===== config.mk =====
export PLATFORM = sky130hd
export DESIGN_NAME = vit_dec_top
export DESIGN_NICKNAME = d
export VERILOG_FILES = /design/src/common/vit_pkg.sv /design/src/acs/vit_acs_unit.sv /design/src/logic/vit_branch_metric.sv /design/src/logic/vit_dec_top.sv /design/src/logic/vit_decision_ram.sv /design/src/traceback/vit_output_lifo.sv /design/src/traceback/vit_trb_engine.sv
export SDC_FILE = /design/constraint.sdc
export NUM_CORES = 1
export LEC_CHECK = 0
export ABC_AREA = 1
export BUFFER_PORTS_ARGS = -buffer_cell sky130_fd_sc_hd__buf_2
export CORE_MARGIN = 8
export CORE_UTILIZATION = 30
export DETAILED_ROUTE_END_ITERATION = 10
export GPL_ROUTABILITY_DRIVEN = 0
export PLACE_DENSITY = 0.52
export SLEW_MARGIN = 30
export SYNTH_ARGS = -nofsm -noshare
export SYNTH_HDL_FRONTEND = slang
export SYNTH_SLANG_ARGS = --single-unit

===== constraint.sdc =====
create_clock -name iclk -period 5.72 [get_ports iclk]
set_input_delay 1.144 -clock iclk [delete_from_list [all_inputs] [get_ports iclk]]
set_output_delay 1.144 -clock iclk [all_outputs]
set_load 0.005 [all_outputs]

===== src/common/vit_pkg.sv =====
// constants, trellis helpers and packed types for the rate 1/2, k=3 viterbi decoder
// generators 7 and 5 octal, four states, tail-terminated blocks
`default_nettype none

package vit_pkg;

  // --------------------
  // code and block constants
  localparam int N_STATES    = 4;
  localparam int BLOCK_LEN   = 32;
  localparam int TAIL_LEN    = 2;
  localparam int METRIC_W    = 6;
  localparam int ADDR_W      = 5;
  localparam int ERR_CNT_W   = 6;
  // start penalty for states other than 0, well below half the modulo range
  localparam int METRIC_INIT = 16;

  // --------------------
  // packed types
  typedef struct packed {
    logic c1;
    logic c0;
  } sym_t;

  // branch metric per expected pair {c1, c0}
  typedef logic [N_STATES-1:0][1:0] bm_vec_t;

  typedef struct packed {
    logic    val;
    logic    sop;
    logic    eop;
    sym_t    sym;
    bm_vec_t bm;
  } bm_word_t;

  typedef logic [N_STATES-1:0][METRIC_W-1:0] metric_vec_t;

  // one decision memory entry
  typedef struct packed {
    logic [N_STATES-1:0] dec;
    sym_t                sym;
  } dec_word_t;

  typedef struct packed {
    logic       start;
    logic       bank;
    logic [1:0] state;
  } trb_cmd_t;

  typedef struct packed {
    logic              write;
    logic              sop;
    logic              eop;
    logic [ADDR_W-1:0] addr;
    logic              data;
    logic [1:0]        biterr;
  } trb_out_t;

  // --------------------
  // trellis helpers
  // state = {newest bit, older bit}; predecessor = {state low bit, decision}
  function automatic logic [1:0] pre_state(input logic [1:0] state, input logic dec);
    return {state[0], dec};
  endfunction

  // encoder output leaving state pre on input bit in_bit
  function automatic sym_t code_pair(input logic [1:0] pre, input logic in_bit);
    sym_t pair;
    pair.c0 = in_bit ^ pre[1] ^ pre[0];
    pair.c1 = in_bit ^ pre[0];
    return pair;
  endfunction

  // metric loaded at block start
  function automatic logic [METRIC_W-1:0] start_metric(input logic [1:0] state);
    return (state == 2'd0) ? '0 : METRIC_W'(METRIC_INIT);
  endfunction

endpackage

`default_nettype wire


===== src/acs/vit_acs_unit.sv =====
// add-compare-select for one trellis state
// metrics wrap modulo 2**METRIC_W and are compared by the sign of their difference
`default_nettype none

module vit_acs_unit #(
  parameter int STATE_IDX = 0
) (
  input  logic                          iclk,
  input  logic                          ireset,
  input  vit_pkg::bm_word_t             ibm,
  input  vit_pkg::metric_vec_t          imetrics,
  output logic [vit_pkg::METRIC_W-1:0]  ometric,
  output logic                          odecision
);

  import vit_pkg::*;

  logic [1:0]          cur_state;
  logic [1:0]          pre0;
  logic [1:0]          pre1;
  sym_t                cp0;
  sym_t                cp1;
  logic [METRIC_W-1:0] pm0;
  logic [METRIC_W-1:0] pm1;
  logic [METRIC_W-1:0] sum0;
  logic [METRIC_W-1:0] sum1;
  logic [METRIC_W-1:0] diff;
  logic                sel1;

  assign cur_state = 2'(STATE_IDX);

  // both predecessors and the pairs their branches emit
  assign pre0 = pre_state(cur_state, 1'b0);
  assign pre1 = pre_state(cur_state, 1'b1);
  assign cp0  = code_pair(pre0, cur_state[1]);
  assign cp1  = code_pair(pre1, cur_state[1]);

  // first symbol of a block starts from the known state 0
  assign pm0 = ibm.sop ? start_metric(pre0) : imetrics[pre0];
  assign pm1 = ibm.sop ? start_metric(pre1) : imetrics[pre1];

  assign sum0 = pm0 + ibm.bm[{cp0.c1, cp0.c0}];
  assign sum1 = pm1 + ibm.bm[{cp1.c1, cp1.c0}];

  // negative difference means sum1 is smaller, ties keep branch 0
  assign diff = sum1 - sum0;
  assign sel1 = diff[METRIC_W-1];

  always_ff @(posedge iclk or posedge ireset) begin
    if (ireset) begin
      ometric <= '0;
    end else if (ibm.val) begin
      ometric <= sel1 ? sum1 : sum0;
    end
  end

  always_ff @(posedge iclk) begin
    if (ibm.val) begin
      odecision <= sel1;
    end
  end

endmodule

`default_nettype wire


===== src/logic/vit_branch_metric.sv =====
// hard-decision branch metric unit
// registers each received pair and its hamming distance to all four code pairs
`default_nettype none

module vit_branch_metric (
  input  logic              iclk,
  input  logic              ireset,
  input  logic              isym_val,
  input  vit_pkg::sym_t     isym,
  input  logic              isop,
  input  logic              ieop,
  output vit_pkg::bm_word_t obm
);

  import vit_pkg::*;

  bm_vec_t bm_next;

  // distance to each expected pair {c1, c0}
  always_comb begin
    logic [1:0] diff;
    diff = '0;
    for (int k = 0; k < N_STATES; k++) begin
      diff       = {isym.c1, isym.c0} ^ k[1:0];
      bm_next[k] = 2'(diff[0]) + 2'(diff[1]);
    end
  end

  // strobes every cycle, payload only with a valid pair
  always_ff @(posedge iclk or posedge ireset) begin
    if (ireset) begin
      obm <= '0;
    end else begin
      obm.val <= isym_val;
      obm.sop <= isym_val & isop;
      obm.eop <= isym_val & ieop;
      if (isym_val) begin
        obm.sym <= isym;
        obm.bm  <= bm_next;
      end
    end
  end

endmodule

`default_nettype wire


===== src/logic/vit_dec_top.sv =====
// viterbi decoder top level
// branch metrics, four ACS units, decision memory, traceback and output reversal
`default_nettype none

module vit_dec_top (
  input  logic                            iclk,
  input  logic                            ireset,
  input  logic                            isym_val,
  input  vit_pkg::sym_t                   isym,
  input  logic                            isop,
  input  logic                            ieop,
  output logic                            odat_val,
  output logic                            odat,
  output logic                            osop,
  output logic                            oeop,
  output logic [vit_pkg::ERR_CNT_W-1:0]   oerr_cnt
);

  import vit_pkg::*;

  bm_word_t            bm;
  metric_vec_t         metrics;
  logic [N_STATES-1:0] decisions;
  logic [ADDR_W:0]     raddr;
  dec_word_t           rdata;
  logic                rdsop;
  logic                rdeop;
  trb_cmd_t            trb_cmd;
  trb_out_t            trb_out;

  vit_branch_metric u_bm (
    .iclk     (iclk),
    .ireset   (ireset),
    .isym_val (isym_val),
    .isym     (isym),
    .isop     (isop),
    .ieop     (ieop),
    .obm      (bm)
  );

  // --------------------
  // one ACS per state, metrics shared
  for (genvar i = 0; i < N_STATES; i++) begin : g_acs
    vit_acs_unit #(
      .STATE_IDX (i)
    ) u_acs (
      .iclk      (iclk),
      .ireset    (ireset),
      .ibm       (bm),
      .imetrics  (metrics),
      .ometric   (metrics[i]),
      .odecision (decisions[i])
    );
  end

  vit_decision_ram u_ram (
    .iclk       (iclk),
    .ireset     (ireset),
    .ibm        (bm),
    .idecisions (decisions),
    .iraddr     (raddr),
    .ordata     (rdata),
    .ordsop     (rdsop),
    .ordeop     (rdeop),
    .otrb_cmd   (trb_cmd)
  );

  vit_trb_engine u_trb (
    .iclk     (iclk),
    .ireset   (ireset),
    .itrb_cmd (trb_cmd),
    .irdata   (rdata),
    .irsop    (rdsop),
    .ireop    (rdeop),
    .oraddr   (raddr),
    .otrb     (trb_out)
  );

  vit_output_lifo u_lifo (
    .iclk     (iclk),
    .ireset   (ireset),
    .itrb     (trb_out),
    .odat_val (odat_val),
    .odat     (odat),
    .osop     (osop),
    .oeop     (oeop),
    .oerr_cnt (oerr_cnt)
  );

endmodule

`default_nettype wire


===== src/logic/vit_decision_ram.sv =====
// two-bank decision memory, one bank per block
// stores ACS decisions with the received pair and starts traceback at block end
`default_nettype none

module vit_decision_ram (
  input  logic                            iclk,
  input  logic                            ireset,
  input  vit_pkg::bm_word_t               ibm,
  input  logic [vit_pkg::N_STATES-1:0]    idecisions,
  input  logic [vit_pkg::ADDR_W:0]        iraddr,
  output vit_pkg::dec_word_t              ordata,
  output logic                            ordsop,
  output logic                            ordeop,
  output vit_pkg::trb_cmd_t               otrb_cmd
);

  import vit_pkg::*;

  // delayed copy lines up with the registered ACS decisions
  logic              d_val;
  logic              d_sop;
  logic              d_eop;
  sym_t              d_sym;

  logic              wr_bank;
  logic [ADDR_W-1:0] wr_ptr;
  logic [ADDR_W-1:0] wr_addr;
  dec_word_t         wr_word;
  dec_word_t         rd_word;
  logic [1:0]        rd_mark;

  dec_word_t         dec_mem  [2*BLOCK_LEN];
  logic [1:0]        mark_mem [2*BLOCK_LEN];

  assign wr_addr     = d_sop ? '0 : wr_ptr;
  assign wr_word.dec = idecisions;
  assign wr_word.sym = d_sym;

  // --------------------
  // write side
  always_ff @(posedge iclk or posedge ireset) begin
    if (ireset) begin
      d_val    <= 1'b0;
      d_sop    <= 1'b0;
      d_eop    <= 1'b0;
      wr_ptr   <= '0;
      wr_bank  <= 1'b0;
      otrb_cmd <= '0;
    end else begin
      d_val <= ibm.val;
      d_sop <= ibm.sop;
      d_eop <= ibm.eop;
      if (d_val) begin
        wr_ptr <= wr_addr + 1'b1;
      end
      // start pulse carries the bank just filled
      otrb_cmd.start <= d_val & d_eop;
      otrb_cmd.bank  <= wr_bank;
      otrb_cmd.state <= '0;
      if (d_val & d_eop) begin
        wr_bank <= ~wr_bank;
      end
    end
  end

  always_ff @(posedge iclk) begin
    if (ibm.val) begin
      d_sym <= ibm.sym;
    end
    if (d_val) begin
      dec_mem[{wr_bank, wr_addr}]  <= wr_word;
      mark_mem[{wr_bank, wr_addr}] <= {d_sop, d_eop};
    end
  end

  // --------------------
  // read side, memory read then output register
  // word 0 is read on the same edge the block after next first writes it,
  // so the read still sees the old entry
  always_ff @(posedge iclk) begin
    rd_word          <= dec_mem[iraddr];
    rd_mark          <= mark_mem[iraddr];
    ordata           <= rd_word;
    {ordsop, ordeop} <= rd_mark;
  end

endmodule

`default_nettype wire


===== src/traceback/vit_output_lifo.sv =====
// two-bank reversal buffer after traceback
// reads data bits back in original order, skips the tail, reports errors per block
`default_nettype none

module vit_output_lifo (
  input  logic                            iclk,
  input  logic                            ireset,
  input  vit_pkg::trb_out_t               itrb,
  output logic                            odat_val,
  output logic                            odat,
  output logic                            osop,
  output logic                            oeop,
  output logic [vit_pkg::ERR_CNT_W-1:0]   oerr_cnt
);

  import vit_pkg::*;

  logic                 wbank;
  logic                 rbank;
  logic                 rd_act;
  logic [ADDR_W-1:0]    raddr;
  logic [ERR_CNT_W-1:0] err_acc;
  logic [ERR_CNT_W-1:0] err_hold;
  logic [ERR_CNT_W-1:0] err_sum;

  logic                 bit_mem [2*BLOCK_LEN];

  // running sum restarts on the first traceback write
  assign err_sum = (itrb.sop ? '0 : err_acc) + itrb.biterr[0] + itrb.biterr[1];

  always_ff @(posedge iclk) begin
    if (itrb.write) begin
      bit_mem[{wbank, itrb.addr}] <= itrb.data;
    end
  end

  // --------------------
  // bank control and readout
  always_ff @(posedge iclk or posedge ireset) begin
    if (ireset) begin
      wbank    <= 1'b0;
      rbank    <= 1'b0;
      rd_act   <= 1'b0;
      raddr    <= '0;
      err_acc  <= '0;
      err_hold <= '0;
      odat_val <= 1'b0;
      odat     <= 1'b0;
      osop     <= 1'b0;
      oeop     <= 1'b0;
    end else begin
      // highest address holds the first data bit
      odat_val <= rd_act;
      odat     <= bit_mem[{rbank, raddr}];
      osop     <= rd_act & (raddr == ADDR_W'(BLOCK_LEN - 1));
      oeop     <= rd_act & (raddr == ADDR_W'(TAIL_LEN));
      if (rd_act) begin
        raddr <= raddr - 1'b1;
        if (raddr == ADDR_W'(TAIL_LEN)) begin
          rd_act <= 1'b0;
        end
      end
      if (itrb.write) begin
        err_acc <= err_sum;
      end
      // block complete, swap banks and start reading
      if (itrb.write & itrb.eop) begin
        err_hold <= err_sum;
        rd_act   <= 1'b1;
        rbank    <= wbank;
        raddr    <= ADDR_W'(BLOCK_LEN - 1);
        wbank    <= ~wbank;
      end
    end
  end

  assign oerr_cnt = err_hold;

endmodule

`default_nettype wire


===== src/traceback/vit_trb_engine.sv =====
// full-block traceback engine
// walks one bank backwards from the command state, emits reversed bits and bit errors
`default_nettype none

module vit_trb_engine (
  input  logic                      iclk,
  input  logic                      ireset,
  input  vit_pkg::trb_cmd_t         itrb_cmd,
  input  vit_pkg::dec_word_t        irdata,
  input  logic                      irsop,
  input  logic                      ireop,
  output logic [vit_pkg::ADDR_W:0]  oraddr,
  output vit_pkg::trb_out_t         otrb
);

  import vit_pkg::*;

  logic              busy;
  logic              last;
  logic              first;
  logic [ADDR_W-1:0] cnt;

  // align with the two-cycle ram read
  logic [1:0]        rd_val;
  logic [1:0]        rd_sop;

  logic [1:0]        start_state;
  logic [1:0]        state;
  logic [1:0]        cur_state;
  logic [1:0]        prev_state;
  sym_t              exp_pair;

  logic              wr;
  logic              wr_sop;
  logic              wr_eop;
  logic [ADDR_W-1:0] wr_addr;
  logic              wr_bit;
  logic [1:0]        wr_err;

  // --------------------
  // block counter
  always_ff @(posedge iclk or posedge ireset) begin
    if (ireset) begin
      busy   <= 1'b0;
      last   <= 1'b0;
      first  <= 1'b0;
      cnt    <= '0;
      rd_val <= '0;
      rd_sop <= '0;
    end else begin
      first  <= itrb_cmd.start;
      rd_val <= {rd_val[0], busy};
      rd_sop <= {rd_sop[0], first};
      if (itrb_cmd.start) begin
        busy <= 1'b1;
        cnt  <= ADDR_W'(BLOCK_LEN - 1);
        last <= 1'b0;
      end else if (busy) begin
        cnt  <= cnt - 1'b1;
        last <= (cnt == 1);
        if (last) begin
          busy <= 1'b0;
        end
      end
    end
  end

  // read address runs from the block end down to 0
  always_ff @(posedge iclk) begin
    if (itrb_cmd.start) begin
      oraddr      <= {itrb_cmd.bank, ADDR_W'(BLOCK_LEN - 1)};
      start_state <= itrb_cmd.state;
    end else if (busy) begin
      oraddr[ADDR_W-1:0] <= oraddr[ADDR_W-1:0] - 1'b1;
    end
  end

  // --------------------
  // step back one state
  assign cur_state  = rd_sop[1] ? start_state : state;
  assign prev_state = pre_state(cur_state, irdata.dec[cur_state]);
  assign exp_pair   = code_pair(prev_state, cur_state[1]);

  always_ff @(posedge iclk) begin
    if (rd_val[1]) begin
      state   <= prev_state;
      // first entry read is the block's last symbol
      wr_sop  <= ireop;
      wr_eop  <= irsop;
      wr_addr <= rd_sop[1] ? '0 : wr_addr + 1'b1;
      // newest bit of the state is the decoded bit
      wr_bit  <= cur_state[1];
      wr_err  <= irdata.sym ^ exp_pair;
    end
  end

  always_ff @(posedge iclk or posedge ireset) begin
    if (ireset) begin
      wr <= 1'b0;
    end else begin
      wr <= rd_val[1];
    end
  end

  assign otrb.write  = wr;
  assign otrb.sop    = wr_sop;
  assign otrb.eop    = wr_eop;
  assign otrb.addr   = wr_addr;
  assign otrb.data   = wr_bit;
  assign otrb.biterr = wr_err;

endmodule

`default_nettype wire


After elaboration in Yosys (flattened, before gate mapping)
Memories as Yosys holds them, arrays and structs flattened. A register that Yosys moved wholly into a read port is not among the register bits.
Index checks and enable logic that the tools add are counted.
W data, S select, Z words.
- memories: 3
- latch bits: 0
- RAM bits: 576
- register bits: 116
- word-level logic and storage cells: 131
- memory bits (read-only): 0
- input port bits: 7
- equality and inequality tests: 3
- muxes and demuxes: 29
- magnitude comparators: 1
- reduce and logical (&&, ||, !) cells: 2
- divide/modulo/power cells: 0
- shift operators: 0
- bitwise logic cells: 15
- multiply operators: 0
- add/sub/neg operators: 23
- memory list (memory ; words ; width ; rd ports ; clocked after Yosys merged registers in ; wr ports ; line ; source):
    u_ram.dec_mem ; 64 ; 6 ; 1 ; 1 ; 1 ; vit_decision_ram.sv:32 ; dec_word_t dec_mem [2*BLOCK_LEN];
    u_ram.mark_mem ; 64 ; 2 ; 1 ; 1 ; 1 ; vit_decision_ram.sv:33 ; logic [1:0] mark_mem [2*BLOCK_LEN];
    u_lifo.bit_mem ; 64 ; 1 ; 1 ; 1 ; 1 ; vit_output_lifo.sv:26 ; logic bit_mem [2*BLOCK_LEN];
- operator list (cell ; number):
    $mux W6 ; 9
    $add A6 B2 Y6 ; 8
    $mux W5 ; 5
    $sub A6 B6 Y6 ; 4
    $sub A5 B1 Y5 const B ; 3
    $mux W1 ; 13
    $add A6 B1 Y6 ; 2
    $add A5 B1 Y5 const B ; 2
    $add A1 B1 Y2 ; 4
    $and A1 B1 Y1 ; 6
    $eq A5 B1 Y1 const B ; 1
    $eq A5 B2 Y1 const B ; 1
    $eq A5 B5 Y1 const B ; 1
    $not A1 Y1 ; 4
    $reduce_bool A2 Y1 ; 2
    $lt A2 B3 Y1 const B ; 1
    $xor A1 B1 Y1 ; 3
    $bmux W1 S2 ; 1
    $mux W2 ; 1
    $not A2 Y2 ; 1
    $xor A2 B2 Y2 ; 1

Depth between registers and ports, before layout
Gate-level depths: netlist of run 1.
- word-level depth: 5
- mapped depth: 26
- depth with buffers taken out: 25

Hierarchy
From an unflattened synthesis of run 1, not the netlist that was laid out.
- cell total of the unflattened synthesis: 3092
- area, all modules: 32075.8 µm²
- by module, submodules not included (module ; cells each ; instances ; sequential area each (µm²) ; area an instance (µm²)):
    vit_decision_ram ; 1865 ; 1 ; 16030.4 ; 21893.5
    vit_output_lifo ; 460 ; 1 ; 2522.4 ; 4172.8
    vit_acs_unit (g_acs[0].u_acs ...) ; 143 ; 2 ; 180.2 ; 1031.0
    vit_acs_unit (g_acs[1].u_acs ...) ; 144 ; 2 ; 180.2 ; 1002.2
    vit_trb_engine ; 142 ; 1 ; 875.8 ; 1471.4
    vit_branch_metric ; 51 ; 1 ; 275.3 ; 471.7

Least setup slack after synthesis of run 1
OpenSTA, ideal clock, no wires.
- path kind: flip-flop to flip-flop
- start point: register, netlist name u_bm.obm[11]
- end point: register g_acs[2].u_acs.odecision, data pin
- cell stages (with the launch flop): 24
- setup slack: 3.028 ns
- path buffers: 1
- arrival time: 2.432 ns
- clock period less this slack: 2.692 ns
- library setup time: 0.260 ns
- cell sequence: dfrtp_1 -> inv_2 -> buf_12 -> nand2_2 -> inv_2 -> nand2_1 -> inv_1 -> nor2_1 -> ha_1 -> inv_1 -> nand2_1 -> nand3_1 -> xor2_1 -> ha_1 -> nand2_1 -> inv_1 -> nand2_1 -> nand2_1 -> nor2_1 -> inv_1 -> nand3_2 -> nand2_2 -> nand2_4 -> nand2_4
- word-level cells in the longest chain between the ends: 3
- elaborated cells on any way between the ends: 5
- ends and longest elaborated chain (element ; line ; source):
    $mux W6 (on tied branches) ; vit_acs_unit.sv:40, vit_acs_unit.sv:39 ;
    $add A6 B2 Y6 (on tied branches) ; vit_acs_unit.sv:43, vit_acs_unit.sv:42 ;
    $sub A6 B6 Y6 * ; vit_acs_unit.sv:46 ; assign diff = sum1 - sum0;
    named net g_acs[2].u_acs.diff[5] ; vit_acs_unit.sv:27 ; logic [METRIC_W-1:0] diff;
    end signal, assigned ; vit_acs_unit.sv:59 ; odecision <= sel1;
    end, declared ; vit_acs_unit.sv:13 ; output logic odecision
The timed path passes the listed nets; every way through them passes the cells marked *.
A chain may end at the register's enable or synchronous reset.

Worst setup path after layout of run 1
- start point: register, netlist name u_bm.obm[11]
- end point: register g_acs[3].u_acs.ometric[3] in the netlist's numbering
- word-level cells in the longest chain between the ends: 4
- elaborated cells on any way between the ends: 6
- ends and longest elaborated chain (element ; line ; source):
    $mux W6 (on tied branches) ; vit_acs_unit.sv:40, vit_acs_unit.sv:39 ;
    $add A6 B2 Y6 (on tied branches) ; vit_acs_unit.sv:43, vit_acs_unit.sv:42 ;
    $sub A6 B6 Y6 ; vit_acs_unit.sv:46 ;
    $mux W6 * ; vit_acs_unit.sv:53 ; ometric <= sel1 ? sum1 : sum0;
    end signal, assigned ; vit_acs_unit.sv:53 ;
    end, declared ; vit_acs_unit.sv:12 ; output logic [vit_pkg::METRIC_W-1:0] ometric,
Mark *: on every way between the ends. The rest lies on a longest branch, timed or not.

==> results of run 1 <==
-- Yosys cell counts, types with 3 or more instances --
cell | number | area, sq um
sky130_fd_sc_hd__a21oi_1 | 37 | 185
sky130_fd_sc_hd__a21oi_4 | 4 | 65.1
sky130_fd_sc_hd__buf_1 | 5 | 18.8
sky130_fd_sc_hd__buf_2 | 30 | 150
sky130_fd_sc_hd__buf_4 | 11 | 82.6
sky130_fd_sc_hd__buf_6 | 14 | 158
sky130_fd_sc_hd__clkbuf_1 | 70 | 263
sky130_fd_sc_hd__dfrtp_1 | 83 | 2080
sky130_fd_sc_hd__dfxtp_1 | 21 | 420
sky130_fd_sc_hd__edfxtp_1 | 595 | 17900
sky130_fd_sc_hd__ha_1 | 41 | 513
sky130_fd_sc_hd__inv_1 | 134 | 503
sky130_fd_sc_hd__inv_2 | 10 | 37.5
sky130_fd_sc_hd__nand2_1 | 301 | 1130
sky130_fd_sc_hd__nand2_2 | 13 | 81.3
sky130_fd_sc_hd__nand2_4 | 12 | 135
sky130_fd_sc_hd__nand3_1 | 121 | 606
sky130_fd_sc_hd__nand3_2 | 15 | 150
sky130_fd_sc_hd__nand4_1 | 44 | 275
sky130_fd_sc_hd__nor2_1 | 507 | 1900
sky130_fd_sc_hd__nor2_2 | 6 | 37.5
sky130_fd_sc_hd__nor3_1 | 7 | 35.0
sky130_fd_sc_hd__nor4_1 | 7 | 43.8
sky130_fd_sc_hd__o211ai_1 | 55 | 413
sky130_fd_sc_hd__o21ai_0 | 317 | 1590
sky130_fd_sc_hd__o21ai_1 | 23 | 115
sky130_fd_sc_hd__o21bai_1 | 3 | 22.5
sky130_fd_sc_hd__o221ai_1 | 11 | 96.3
sky130_fd_sc_hd__o22ai_1 | 83 | 519
sky130_fd_sc_hd__xnor2_1 | 8 | 70.1
sky130_fd_sc_hd__xor2_1 | 27 | 236
-- power breakdown --
part | total [W] | switching, W | internal (W)
Sequential | 0.00680 | 0.000422 | 0.00637
Clock | 0.00476 | 0.00198 | 0.00278
Combinational | 0.00597 | 0.00430 | 0.00168
Total | 0.0175 | 0.00670 | 0.0108
-- per-stage QoR --
step / std cells / util, % / power, W
CTS: 3974 / 33.7 / 0.0177
detailed placement: 3838 / 31.3 / 0.0129
global placement: 3838 / 31.3 / 0.0129
finish: 3974 / 33.7 / 0.0175
global route: 3974 / 33.7 / 0.0186
floorplan: 2633 / - / 0.0110
-- state kept, by name (all words and copies together), names as in the netlist, 2 cells and up --
register,flops
g_acs.u_acs.ometric,24
u_trb.rd_sop,2
u_trb.wr_err,2
u_lifo.err_acc,6
u_ram.rd_word,6
g_acs.u_acs.odecision,4
u_bm.obm,11
u_ram.d_sym,2
u_lifo.raddr,5
u_trb.state,2
u_ram.rd_mark,2
u_ram.otrb_cmd,2
u_ram.dec_mem,384
u_trb.oraddr,6
u_lifo.bit_mem,64
u_ram.wr_ptr,5
u_ram.mark_mem,128
u_ram.ordata,6
u_lifo.oerr_cnt,6
u_trb.rd_val,2
u_trb.wr_addr,5
u_trb.cnt,5
-- how the worst max path moves through the flow --
| stage | startpoint | end | slack (ps) | depth (start not counted) |
|---|---|---|---|---|
| after floorplan | ireset | g_acs[0].u_acs.ometric[0] | 2440 | 1 |
| after global placement | u_bm.obm[11] | g_acs[2].u_acs.ometric[4] | 2240 | 24 |
| after detailed placement | u_bm.obm[11] | g_acs[2].u_acs.ometric[4] | 2180 | 24 |
| after CTS | u_bm.obm[11] | g_acs[3].u_acs.ometric[3] | 2130 | 21 |
| after global routing | u_bm.obm[11] | g_acs[2].u_acs.ometric[4] | 1750 | 24 |
| final | u_bm.obm[11] | g_acs[3].u_acs.ometric[3] | 2150 | 21 |
-- final cells by class --
| cell class | instances | area (sq um) | share of cell area, % |
|---|---|---|---|
| multi-input combinational | 1655 | 8360 | 24.9 |
| timing repair buffer | 39 | 290 | 0.864 |
| clock buffer | 109 | 2100 | 6.24 |
| inverter | 147 | 559 | 1.66 |
| sequential | 699 | 20400 | 60.6 |
| tap | 1298 | 1620 | 4.83 |
| clock inverter | 27 | 292 | 0.868 |
-- kinds of logic after synthesis --
group | count (synthesis)
xor gates and xnor gates | 35
DFF | 699
adders and majority gates | 42
buffers and inverters | 279
and+or+nand+nor | 1039
AOI/OAI and AO/OA | 539
-- routing by layer --
layer	GRT usage, %	up-vias	routed length, um
li1	-	9293	-
met1	19.1	9383	36100
met2	20.3	471	33800
met3	2.23	112	3710
met4	3.42	0	1710
met5	0	-	0
==> metrics, run 1 <==
result of the run finished clean; average wire per standard cell 18.9 um; Gate Count Post-Synth between 2,000 and 3,000; remaining global-route overflow 0; data arrival time of the worst path 4060 ps; Final period util a little over three fifths; syn_nets between 2,000 and 3,000; total clock sinks 699; maximum operating frequency 280 MHz; count of flip-flops with a built-in enable after synthesis 595; Compound-Gate Fraction of Synth Area 10.2%; count of vias placed by the detailed router 19,300; share of the yosys chip area belonging to registers 67.9%; total of cells resized after clock tree synthesis 0; final slew viol count 0; startpoint of the worst register-to-register path u_bm.obm[11]; top library cells by usage in the layout, fill and taps aside sky130_fd_sc_hd__edfxtp_1 (595), sky130_fd_sc_hd__nor2_1 (505), sky130_fd_sc_hd__o21ai_0 (317), sky130_fd_sc_hd__nand2_1 (301), sky130_fd_sc_hd__inv_1 (131); worst ir drop on vdd 0.303 mV; area inside the core boundary 99,600 sq um; total of hold buffers inserted after clock tree synthesis 0; buffer type at the clock tree root sky130_fd_sc_hd__clkbuf_16; remaining design rule violation count 0; DPL Wire Length 42,300 um; post-CTS setup repair buffer count 0; Port Buffers 16; CTS tree yes; length in cells of the worst reg-to-reg path 21; Pleak between 10 and 15 nW; portion of netlist area occupied by mux cells 0%; global-route total usage across every layer a little over an eighth; full die area 110,000 sq um; Iteration-0 DRC Markers 1,585; via count of the first global-routing pass 18,500; final setup slack of the worst path 2150 ps; top-level port count 17; Max Root-Sink Buffers 3; most frequent standard cell in the layout excluding fill and tap cells sky130_fd_sc_hd__edfxtp_1; CTS buffer count 75; DRT antenna net count 0; post-place setup slack between 2000 and 2500 ps; NumNets Final between 2,000 and 3,000; total inserted antenna cells 0; fraction of the mapped netlist area in adder cells 1.78%; number of register bits inferred by synthesis 699; clock tree skew after final layout 23.7 ps; Warnings, synthesis 0; layout cells sized above 1 8.00%; kind of end point of the critical path flop; horizontal die dimension around 330 um; slew at the pin closest to its max-slew limit 995 ps; final wirelength 75,300 um; Placement Rows 116; Final min period 3570 ps; instance area at placement around 31,000 sq um; starting density of the core 30.1%; register clock-pin slew on the reported worst setup and hold paths 60 ps; fraction of synthesized cell area in xor and xnor cells 1.02%; gate family responsible for the most delay along the worst path simple AND/OR/NAND/NOR gates; pin count of the biggest net entering global routing 151; level count of the clock H-tree 3; kind of start point of the critical path flop; worst reg2reg path endpoint g_acs[3].u_acs.ometric[3]; Max transition margin 33.4%; final standard cell area without fillers 33,600 sq um; Critical path buffers and inverters 4; simple-gate share of the synthesized area roughly 15%; global-route wire length before repair 115,000 um; detail-routed via count per cell 4.85; HP Class reg -> reg; distinct cell type count after synthesis 44; # fillers roughly 10,000; critical-path cell list inv_2, nand2_4, xor2_1, ha_1, inv_1, nand2_1, nand3_1, xor2_1, ha_1, nand2_1, inv_1, nand2_1, nand2_1, nor2_1, inv_1, nand3_2, nand3_2, nand2_4, nand2_1, nand3_1, nand2_1; critical path's largest stage delay 560 ps; number of violations of the max-capacitance limit 0; later-pin clock latency in the skew report 620 ps; final hold violation count 0; hold path startpoint u_ram.rd_word[1]; type of the setup path with the least slack reg -> reg; summed instance area of the synthesized netlist 30,000 sq um; Avg Cell Area, Syn 11.4 sq um; # setup viols final 0; Layout area overhead 12.1%; slack of the worst reg-to-reg path approximately 2100 ps; prevailing post-synth register cell sky130_fd_sc_hd__edfxtp_1; cell seen most often among critical-path stages sky130_fd_sc_hd__nand2_1; RSZ-0062 raised after global routing false; peak fanout along the critical path 20; worst hold path endpoint u_ram.ordata[1]; required time of the worst setup path between 6000 and 7000 ps; Pwr per Cell Area 522 nW/um^2; Min-Delay Path Depth 0; number of antenna violations at the first check in global routing 0; summed negative setup slack over all endpoints 0 ps; router iterations before antenna repair 6; height of the die 332 um; dominant combinational cell family by area after synthesis simple AND/OR/NAND/NOR gates; share of async-settable or async-resettable flops after synthesis 11.9%; Hold Worst Slack 326 ps; critical path's slowest cell sky130_fd_sc_hd__dfrtp_1
Power figures use the tool's default switching activity.
==> inputs of run 2 (changes only) <==
--- a/config.mk
+++ b/config.mk
@@ -5,13 +5,13 @@
 export SDC_FILE = /design/constraint.sdc
 export NUM_CORES = 1
 export LEC_CHECK = 0
-export ABC_AREA = 1
+export ABC_AREA = 0
 export BUFFER_PORTS_ARGS = -buffer_cell sky130_fd_sc_hd__buf_2
 export CORE_MARGIN = 8
 export CORE_UTILIZATION = 30
 export DETAILED_ROUTE_END_ITERATION = 10
 export GPL_ROUTABILITY_DRIVEN = 0
-export PLACE_DENSITY = 0.52
+export PLACE_DENSITY = 0.53
 export SLEW_MARGIN = 30
 export SYNTH_ARGS = -nofsm -noshare
 export SYNTH_HDL_FRONTEND = slang
==> constraint.sdc (replaced) <==
create_clock -name iclk -period 3 [get_ports iclk]
set_input_delay 0.6 -clock iclk [delete_from_list [all_inputs] [get_ports iclk]]
set_output_delay 0.6 -clock iclk [all_outputs]
set_load 0.005 [all_outputs]
==> run 2 against run 1 <==
Compared with the run above: the run now ends with setup timing left; synthesized area decreased by 3.3%; sequential power grew 93%; clock power up 84%.
==> metrics, run 2 <==
CTS tree yes; global-route total usage across every layer 11.8%; Avg Cell Area, Syn 17.9 sq um; top cell type's share of synthesized area between 60% and 70%; pin count of the biggest net entering global routing 66; summed instance area of the synthesized netlist between 20,000 and 30,000 sq um; router iterations before antenna repair 5; DPL Wire Length 39,800 um; share of async-settable or async-resettable flops after synthesis around an eighth; required time of the worst setup path 3530 ps; slack of the worst reg-to-reg path -20 ps; violations in the final reports setup timing; length in cells of the worst reg-to-reg path 14; later-pin clock latency in the skew report 620 ps; layout cells sized above 1 32.0%; worst ir drop on vdd about 0.43 mV; height of the die 327 um; full die area roughly 110,000 sq um; instance area at placement 31,800 sq um; total inserted antenna cells 0; via count of the first global-routing pass 15,400; result of the run finished with violations; Port Buffers 16; number of violations of the max-capacitance limit 0; DRT antenna net count 0; Biggest register u_ram.dec_mem; Hold Worst Slack 113 ps; number of cells on the critical path 14; placed instance count approximately 3,000; starting density of the core 30.1%; final slew viol count 0; number of antenna violations at the first check in global routing 1; Gate Count Post-Synth about 1,600; Final min period 3020 ps; global-route wire length before repair between 90,000 and 100,000 um; kind of start point of the critical path flop; share of the yosys chip area belonging to registers 70.3%; startpoint of the worst setup timing path u_bm.obm[11]; Critical path buffers and inverters 2; most repeated cell in the gate-level netlist after synthesis sky130_fd_sc_hd__edfxtp_1; CTS buffer count between 70 and 80; total of hold buffers inserted after clock tree synthesis 0; final hold violation count 0; Layout area overhead 19.3%; peak fanout along the critical path 7; top library cells by usage in the layout, fill and taps aside sky130_fd_sc_hd__edfxtp_1 (595), sky130_fd_sc_hd__mux4_2 (186), sky130_fd_sc_hd__nor2_1 (175), sky130_fd_sc_hd__buf_4 (163), sky130_fd_sc_hd__clkbuf_16 (81); NumNets Final ~1,800; count of vias placed by the detailed router 14,700; Pwr per Cell Area 985 nW/um^2; register clock-pin slew on the reported worst setup and hold paths 60 ps; gate family responsible for the most delay along the worst path adder cells; critical path's slowest cell sky130_fd_sc_hd__dfrtp_2; kind of end point of the critical path flop; top cell type by total area after synthesis sky130_fd_sc_hd__edfxtp_1; level count of the clock H-tree 3; Max Root-Sink Buffers 3; detail-routed via count per cell 4.70; type of the setup path with the least slack reg -> reg; HP Class in -> async; final standard cell area without fillers 34,600 sq um; Iteration-0 DRC Markers 1,158; prevailing post-synth register cell sky130_fd_sc_hd__edfxtp_1; # setup viols final 5; number of register bits inferred by synthesis 699; Pleak 11.8 nW; Final period util 101%; critical-path cell list buf_6, nor2b_1, ha_2, ha_4, a21oi_4, o22ai_2, inv_1, ha_1, a21o_1, a31oi_2, o21ai_2, xnor3_2, mux2_4, mux2i_1; biggest registers after layout u_ram.dec_mem x384, u_ram.mark_mem x128, u_lifo.bit_mem x64; most frequent standard cell in the layout excluding fill and tap cells sky130_fd_sc_hd__edfxtp_1; most frequent cells after synthesis sky130_fd_sc_hd__edfxtp_1 (595), sky130_fd_sc_hd__mux4_2 (186), sky130_fd_sc_hd__nor2_1 (179); remaining global-route overflow 0; ranking of synthesized cells by area sky130_fd_sc_hd__edfxtp_1 (62%), sky130_fd_sc_hd__mux4_2 (14%), sky130_fd_sc_hd__dfrtp_1 (7.2%); maximum operating frequency 331 MHz; final wirelength 63,500 um; RSZ-0062 raised after global routing true; total clock sinks 699; distinct cell type count after synthesis 54; Warnings, synthesis 0; flip-flop count of the largest register, all copies and words added about 380; Placement Rows 114; syn_nets about 1,700; clock tree skew after final layout ~19 ps; remaining design rule violation count 0; post-route non-filler standard cell count 3,133; final setup slack of the worst path -16.7 ps; critical path's largest stage delay around 460 ps; data arrival time of the worst path 3540 ps; buffer type at the clock tree root sky130_fd_sc_hd__clkbuf_16; post-place setup slack -166 ps; area inside the core boundary 96,300 sq um; horizontal die dimension 327 um; worst reg2reg path endpoint g_acs[0].u_acs.ometric[4]; count of flip-flops with a built-in enable after synthesis 595; average wire per standard cell 20.3 um; startpoint of the worst register-to-register path u_bm.obm[11]; top-level port count 17; Max transition margin between 30% and 40%; slew at the pin closest to its max-slew limit 910 ps
run 2: cell types whose count changed after synthesis, moves of 103 or more:
| cell | change |
|---|---|
| sky130_fd_sc_hd__nand2_1 | -245 |
| sky130_fd_sc_hd__nand3_1 | -105 |
| sky130_fd_sc_hd__o21ai_0 | -300 |
| sky130_fd_sc_hd__inv_1 | -103 |
| sky130_fd_sc_hd__nor2_1 | -328 |
| sky130_fd_sc_hd__mux4_2 | +186 |
run 2: worst max-delay path by stage:
stage               slack (ps)                   endpoint
global placement           -90  g_acs[0].u_acs.ometric[4]
floorplan                 -110  g_acs[1].u_acs.ometric[3]
detailed placement        -170  g_acs[0].u_acs.ometric[2]
global route              -230  g_acs[0].u_acs.ometric[4]
finish                     -20  g_acs[0].u_acs.ometric[4]
CTS                        -40  g_acs[0].u_acs.ometric[4]
run 2: per-stage QoR:
stage                     total power (W)  util [%]  setup TNS (ps)
after floorplan                    0.0209         -            -925
after global routing               0.0359      35.9           -3410
after CTS                          0.0342      35.8           -83.4
after global placement             0.0247      33.1            -393
after detailed placement           0.0249      33.1           -1310
final                              0.0341      35.9           -42.0
run 2: final cells by class:
class | instances | area [sq um]
clock buffers | 104 | 2140
clock inverters | 34 | 201
fillers | 8906 | 61700
inverters | 31 | 119
multi-input cells | 792 | 8500
flip-flops and latches | 699 | 20400
well taps | 1276 | 1600
repair buffers | 197 | 1620
run 2: per-layer routing:
metal  vias up  GRT usage [%]  share of wire (%)  routed length, um
met5         -              0                  0                  0
met3        97           2.10                3.2               2050
li1       6673              -                  -                  -
met2       226           19.4                 49              31300
met1      7729           16.2                 45              28800
met4         0           2.95                2.0               1280
run 2: cell families (layout without fill, tap and decap cells):
kind of cell             after synthesis  count (layout)  share of synthesized area (%)
AO/OA/AOI/OAI                         96              96                           1.90
XOR/XNOR                              50              50                           1.71
adder cells (fa/ha/maj)               50              50                           2.12
buffers and inverters                125             366                           1.85
flip-flops                           699             699                           70.3
multiplexers                         241             241                           16.5
AND/OR/NAND/NOR                      355             355                           5.69
run 2: where the power goes:
group / switching, W / total, W / internal [W]
combinational: 0.00606 / 0.0122 / 0.00611
sequential: 0.000903 / 0.0131 / 0.0122
clock: 0.00374 / 0.00876 / 0.00503
run 2: timing repair:
| item | in CTS | in global routing |
|---|---|---|
| buffers inserted | 20 | 5 |
| endpoints found under the setup margin | 21 | 25 |
| gates resized for setup | 19 | 20 |
| pin swaps | 13 | 9 |
| hold endpoints to repair | 0 | 0 |
